===== src/design/fft_consts.svh =====
`ifndef FFT_CONSTS_SVH
`define FFT_CONSTS_SVH

`define FFT_LANES    16
`define FFT_IN_W     11
`define FFT_MID_W    13
`define FFT_OUT_W    14
`define FFT_BLOCK    8

// feedback delays in beats
`define FFT_TW_DEPTH 4
`define FFT_MJ_DEPTH 2

// cos(pi/4) with 8 fractional bits
`define FFT_TW_COS   181
`define FFT_TW_FRAC  8

`endif

===== src/design/sdf_sched_pkg.sv =====
`include "fft_consts.svh"

package sdf_sched_pkg;

    // rotation applied to each drained difference in drain order
    typedef enum logic [1:0] {
        tw_one,
        tw_w8,
        tw_mj,
        tw_w8_3
    } twiddle_e;

    // beat position within a block
    typedef logic [$clog2(`FFT_BLOCK)-1:0] phase_t;

endpackage


===== src/design/fft_types_pkg.sv =====
`include "fft_consts.svh"

package fft_types_pkg;

    typedef struct packed {
        logic signed [`FFT_IN_W-1:0] re;
        logic signed [`FFT_IN_W-1:0] im;
    } cplx_in_t;

    // stage one output with one bit of growth plus the twiddle gain
    typedef struct packed {
        logic signed [`FFT_MID_W-1:0] re;
        logic signed [`FFT_MID_W-1:0] im;
    } cplx_mid_t;

    typedef struct packed {
        logic signed [`FFT_OUT_W-1:0] re;
        logic signed [`FFT_OUT_W-1:0] im;
    } cplx_out_t;

    typedef cplx_in_t  [`FFT_LANES-1:0] beat_in_t;
    typedef cplx_mid_t [`FFT_LANES-1:0] beat_mid_t;
    typedef cplx_out_t [`FFT_LANES-1:0] beat_out_t;

endpackage


===== src/design/sdf_stage_mj.sv =====
`include "fft_consts.svh"

module sdf_stage_mj (
    input  logic                     clk,
    input  logic                     rstn,
    input  logic                     in_en,
    input  fft_types_pkg::beat_mid_t din,
    output logic                     out_en,
    output fft_types_pkg::beat_out_t dout
);

    localparam int OUT_W = `FFT_OUT_W;

    sdf_sched_pkg::phase_t    phase;
    logic                     drain;
    logic                     drain_odd;
    logic                     load_half;
    logic                     shift;
    fft_types_pkg::beat_out_t dl_in;
    fft_types_pkg::beat_out_t dl_out;
    fft_types_pkg::beat_out_t out_next;

    // position within the current group of four
    assign load_half = (phase[1:0] < `FFT_MJ_DEPTH);
    assign shift     = in_en | drain;

    always_ff @(posedge clk or negedge rstn) begin
        if (!rstn) begin
            phase     <= '0;
            drain     <= 1'b0;
            drain_odd <= 1'b0;
            out_en    <= 1'b0;
        end else begin
            if (in_en) begin
                phase <= phase + 1'b1;
            end
            if (in_en && phase[1:0] == 2 * `FFT_MJ_DEPTH - 1) begin
                drain     <= 1'b1;
                drain_odd <= 1'b0;
            end else if (drain) begin
                drain_odd <= ~drain_odd;
                drain     <= ~drain_odd;
            end
            out_en <= (in_en && !load_half) || drain;
        end
    end

    delay_line #(
        .DEPTH  (`FFT_MJ_DEPTH),
        .WORD_W ($bits(fft_types_pkg::beat_out_t))
    ) u_delay (
        .clk   (clk),
        .rstn  (rstn),
        .shift (shift),
        .din   (dl_in),
        .dout  (dl_out)
    );

    always_comb begin
        logic signed [OUT_W-1:0] cur_re;
        logic signed [OUT_W-1:0] cur_im;
        logic signed [OUT_W-1:0] old_re;
        logic signed [OUT_W-1:0] old_im;
        for (int l = 0; l < `FFT_LANES; l++) begin
            cur_re = OUT_W'(din[l].re);
            cur_im = OUT_W'(din[l].im);
            old_re = dl_out[l].re;
            old_im = dl_out[l].im;
            if (load_half) begin
                dl_in[l].re = cur_re;
                dl_in[l].im = cur_im;
            end else begin
                dl_in[l].re = old_re - cur_re;
                dl_in[l].im = old_im - cur_im;
            end
            if (!drain) begin
                out_next[l].re = old_re + cur_re;
                out_next[l].im = old_im + cur_im;
            end else if (drain_odd) begin
                // times -j
                out_next[l].re = old_im;
                out_next[l].im = -old_re;
            end else begin
                out_next[l] = dl_out[l];
            end
        end
    end

    always_ff @(posedge clk) begin
        dout <= out_next;
    end

    a_group_whole: assert property (@(posedge clk) disable iff (!rstn)
        (in_en && phase[1:0] == 2'd0) |-> in_en [*(2 * `FFT_MJ_DEPTH)]);

endmodule


===== src/design/delay_line.sv =====
module delay_line #(
    parameter int DEPTH  = 4,
    parameter int WORD_W = 32
) (
    input  logic              clk,
    input  logic              rstn,
    input  logic              shift,
    input  logic [WORD_W-1:0] din,
    output logic [WORD_W-1:0] dout
);

    logic [WORD_W-1:0] chain [DEPTH];

    always_ff @(posedge clk or negedge rstn) begin
        if (!rstn) begin
            for (int i = 0; i < DEPTH; i++) begin
                chain[i] <= '0;
            end
        end else if (shift) begin
            chain[0] <= din;
            for (int i = 1; i < DEPTH; i++) begin
                chain[i] <= chain[i-1];
            end
        end
    end

    // oldest entry
    assign dout = chain[DEPTH-1];

endmodule


===== config.mk =====
export PLATFORM = sky130hd
export DESIGN_NAME = sdf_stage_mj
export DESIGN_NICKNAME = d
export VERILOG_FILES = /design/src/design/sdf_sched_pkg.sv /design/src/design/fft_types_pkg.sv /design/src/design/sdf_stage_mj.sv /design/src/design/delay_line.sv
export VERILOG_INCLUDE_DIRS = /design/src /design/src/design
export SDC_FILE = /design/constraint.sdc
export NUM_CORES = 2
export LEC_CHECK = 0
export BUFFER_PORTS_ARGS = -buffer_cell sky130_fd_sc_hd__buf_2
export CORE_ASPECT_RATIO = 1.25
export CORE_MARGIN = 2
export CORE_UTILIZATION = 45
export CTS_BUF_LIST = sky130_fd_sc_hd__clkbuf_8
export DETAILED_ROUTE_END_ITERATION = 8
export HOLD_SLACK_MARGIN = 0.08
export PLACE_DENSITY = 0.74
export SLEW_MARGIN = 5
export SYNTH_ARGS = -nofsm -noshare
export SYNTH_HDL_FRONTEND = slang
export SYNTH_SLANG_ARGS = --single-unit
export TNS_END_PERCENT = 1

===== constraint.sdc =====
create_clock -name clk -period 3.8 [get_ports clk]
set_clock_uncertainty 0.1 [all_clocks]
set_input_delay 0.76 -clock clk [delete_from_list [all_inputs] [get_ports clk]]
set_output_delay 0.76 -clock clk [all_outputs]
set_load 0.01 [all_outputs]

==> impl_metrics.yaml <==
critical_path:
  cp_top_family: "compound AO/OA/AOI/OAI gates"
  critical_path_class: "reg2reg"
  worstSetupStartpointType: "register"
  worst-path-buf-inv: 1
  slowest_delay_ns: 0.49
  worstPathRequired_ns: 4.55
  crit_arrival_ns: 4.03
  endpoint_kind: "register"
  worst-r2r-setup-slack_ns: 0.52
  worstReg2RegEnd: "u_delay.chain[670]"
  path_cells: "inv_1 > ha_1 > fa_1 > nor2b_1 > o21ai_0 > a21oi_1 > o211ai_1 > a21oi_1 > a2111oi_0 > or3b_2 > a31oi_1 > o21ai_0"
  cp-startpoint: "u_delay.dout[210]"
  r2r_cells: 12
  crit_slowest_cell: "or3b_2"
  crit_fanout: 5
  r2r_start: "u_delay.dout[210]"
timing:
  grt_setup_unrepaired: "false"
  worst_pin_slew_ns: 1.06
  min_period_ns: 3.28
  fmax_mhz: 305
  hold_violations: 0
  finalSetupTns_ns: 0
  setup_viol: 0
  slew_headroom_pct: 29.2
  final_max_slew_viol_count: 0
  period_share_pct: 86.2
yosys:
  synth_nets: 13000
  synth_area_leaders: "dfrtp_1 24%, ha_1 11%, dfxtp_1 9.5%, nand2_1 8.0%, xnor2_1 6.2%"
  synthTopCellsByCount: "2,022 x nand2_1, 1,047 x a21oi_1, 901 x dfrtp_1, 849 x ha_1, 838 x nor2_1"
  synth_cells: 11700
  syn-cell-area_sq_um: 94700
  seq_area_frac_synth_pct: 33.3
  ys_types: 80
  synthArstFlopShare_pct: 66.8
  synth_edf_count: 0
  yosys_warnings: 0
  synth_ff_type: "dfrtp_1"
  synth.most_common_cell: "nand2_1"
  yosysTopAreaCellShare_pct: 23.8
  syn_avg_cell_area_sq_um: 8.10
  yosys.area.top_type: "dfrtp_1"
  synth-seq-cells: 1349
route:
  route.vias.total: 85000
  drtAntennaViolNets: 0
  via_per_inst: 5.40
  drc: 0
  drt-initial-drc-count: 5821
  wirelength_um: 288000
  dr.pass1.iters: 6
  wl_per_cell_um: 18.3
clocking:
  cts_root_buf: "clkbuf_8"
  cts_buffers: 232
  clockBufferDepth: 4
  cts_tree: "built"
  path_clk_slew_ns: 0.07
  cts_sinks: 1349
  htree_levels: 4
  insertion_delay_ns: 1.04
power:
  clockPowerShare_pct: 13.9
  swShare_pct: 47.3
  power.leakage_nw: 53.5
  p_int_mw: 55.6
  power_frac_comb_pct: 58.3
  p_per_area_nw_per_um2: 949
  ir_drop_mv: 0.608
  pwr-share-seq_pct: 27.8
  p_switching_mw: 49.9
min_path:
  hp-start: "din[94]"
  whs_path_depth: 4
  min_to: "u_delay.chain[549]"
  worstHoldPathType: "in2reg"
finish:
  utilization_pct: 53.1
  fin_nets: 14100
  layout-drive-gt1-share_pct: 11.7
  fillers: 19200
  syn_to_final_growth_pct: 17.5
grt:
  grt_max_degree: 143
  gr-usage-met3_pct: 4.59
  grt_pass1_vias: 81700
  met1_usage_pct: 31.7
  grt_util_all_layers_pct: 25.9
  met2_usage_pct: 43.6
  top_usage_layer: "met2"
  antenna_found_initial: 65
  overflow: 0
  grt_pass1_wl_um: 448000
floorplanning:
  core_region_area_sq_um: 210000
  fp.dieH_um: 517
  die_w_um: 414
  num_rows: 188
  initial_core_util_pct: 45.2
  floorplan.io_pins: 868
  design.die.area_sq_um: 214000
outcome:
  status: "finished clean"
placed_design:
  place_hpwl_um: 210000
  gp_congestion: 0.973
  io_buffers: 867
flow_run:
  maxCapViolCount: 0
[metrics by stage]
step                power [mW]  setup WS, ns  hold WS (ns)  instances  cell area (sq um)
global route               114         0.243         0.163      15700             111000
CTS                        105         0.561        0.0827      15700             111000
global placement          88.6         0.253         0.351      14800             102000
finish                     106         0.523         0.179      15700             111000
floorplan                 71.3         0.645         0.338      11700              94700
detailed placement        89.4         0.245         0.355      14800             102000
[worst min-delay path: stages]
cell and delay (ns):
buf_2 0.13, inv_1 0.08, o221ai_1 0.13, o21a_1 0.12
[power by group through the flow]
stage	clock, mW	combinational [mW]	sequential (mW)
after floorplan	0	43.4	27.9
after global placement	0	59.3	29.2
after detailed placement	0	60.1	29.4
after CTS	15.0	60.9	29.2
after global routing	15.6	68.1	30.2
final	14.7	61.5	29.4
[placed cells by master (no fill, tap or decap), drive strengths merged, types with 93 or more instances in the layout]
cell type,n
a21oi,1048
a31oi,94
buf,1032
clkbuf,299
dfrtp,901
dfxtp,448
dlygate4sd3,414
ha,849
inv,872
mux2i,485
nand2,2022
nand2b,134
nand3,105
nor2,838
nor2b,147
nor3,341
o21ai,763
o21bai,117
or3,93
xnor2,665
xor2,189
[layout make-up]
cell class	instances	area (sq um)	area share, %
multi-input cells	8902	57800	51.9
diodes	47	118	0.106
inverters	805	3040	2.73
clock inverters	130	986	0.886
well taps	2755	3450	3.10
repair buffers	1446	10300	9.24
flip-flops and latches	1349	31500	28.3
clock buffers	299	4120	3.70
[worst max path at each step]
stage | endpoint | slack (ns) | cells after the start
finish | u_delay.chain[670] | 0.52 | 12
global route | u_delay.chain[614] | 0.24 | 12
CTS | u_delay.chain[670] | 0.56 | 12
detailed placement | dout[52] | 0.24 | 12
global placement | dout[223] | 0.25 | 12
floorplan | dout[52] | 0.64 | 11
[metal layers]
| metal | share of wire, % | up-vias |
|---|---|---|
| met5 | 0.066 | - |
| met4 | 5.3 | 30 |
| met2 | 47 | 2530 |
| met1 | 41 | 40000 |
| met3 | 6.2 | 757 |
| li1 | - | 41600 |
[what timing repair did]
item / CTS / global route
buffers inserted: 0 / 0
hold endpoints to repair: 562 / 0
hold buffers: 414 / 0
resized for setup: 0 / 0
[flip-flops by register name, indices dropped and copies added (netlist names)]
signal and flops:
dout 448, drain 1, drain_odd 1, out_en 1, phase 2, u_delay.chain 448
u_delay.dout 448
[cell families after synthesis]
family | share of synthesized area (%)
AO/OA/AOI/OAI | 16.7
AND/OR/NAND/NOR | 18.1
buffers and inverters | 5.73
multiplexers | 5.80
XOR/XNOR | 7.90
adder cells (fa/ha/maj) | 12.6
flip-flops | 33.3
No activity file was read; power rests on OpenSTA's default activity.
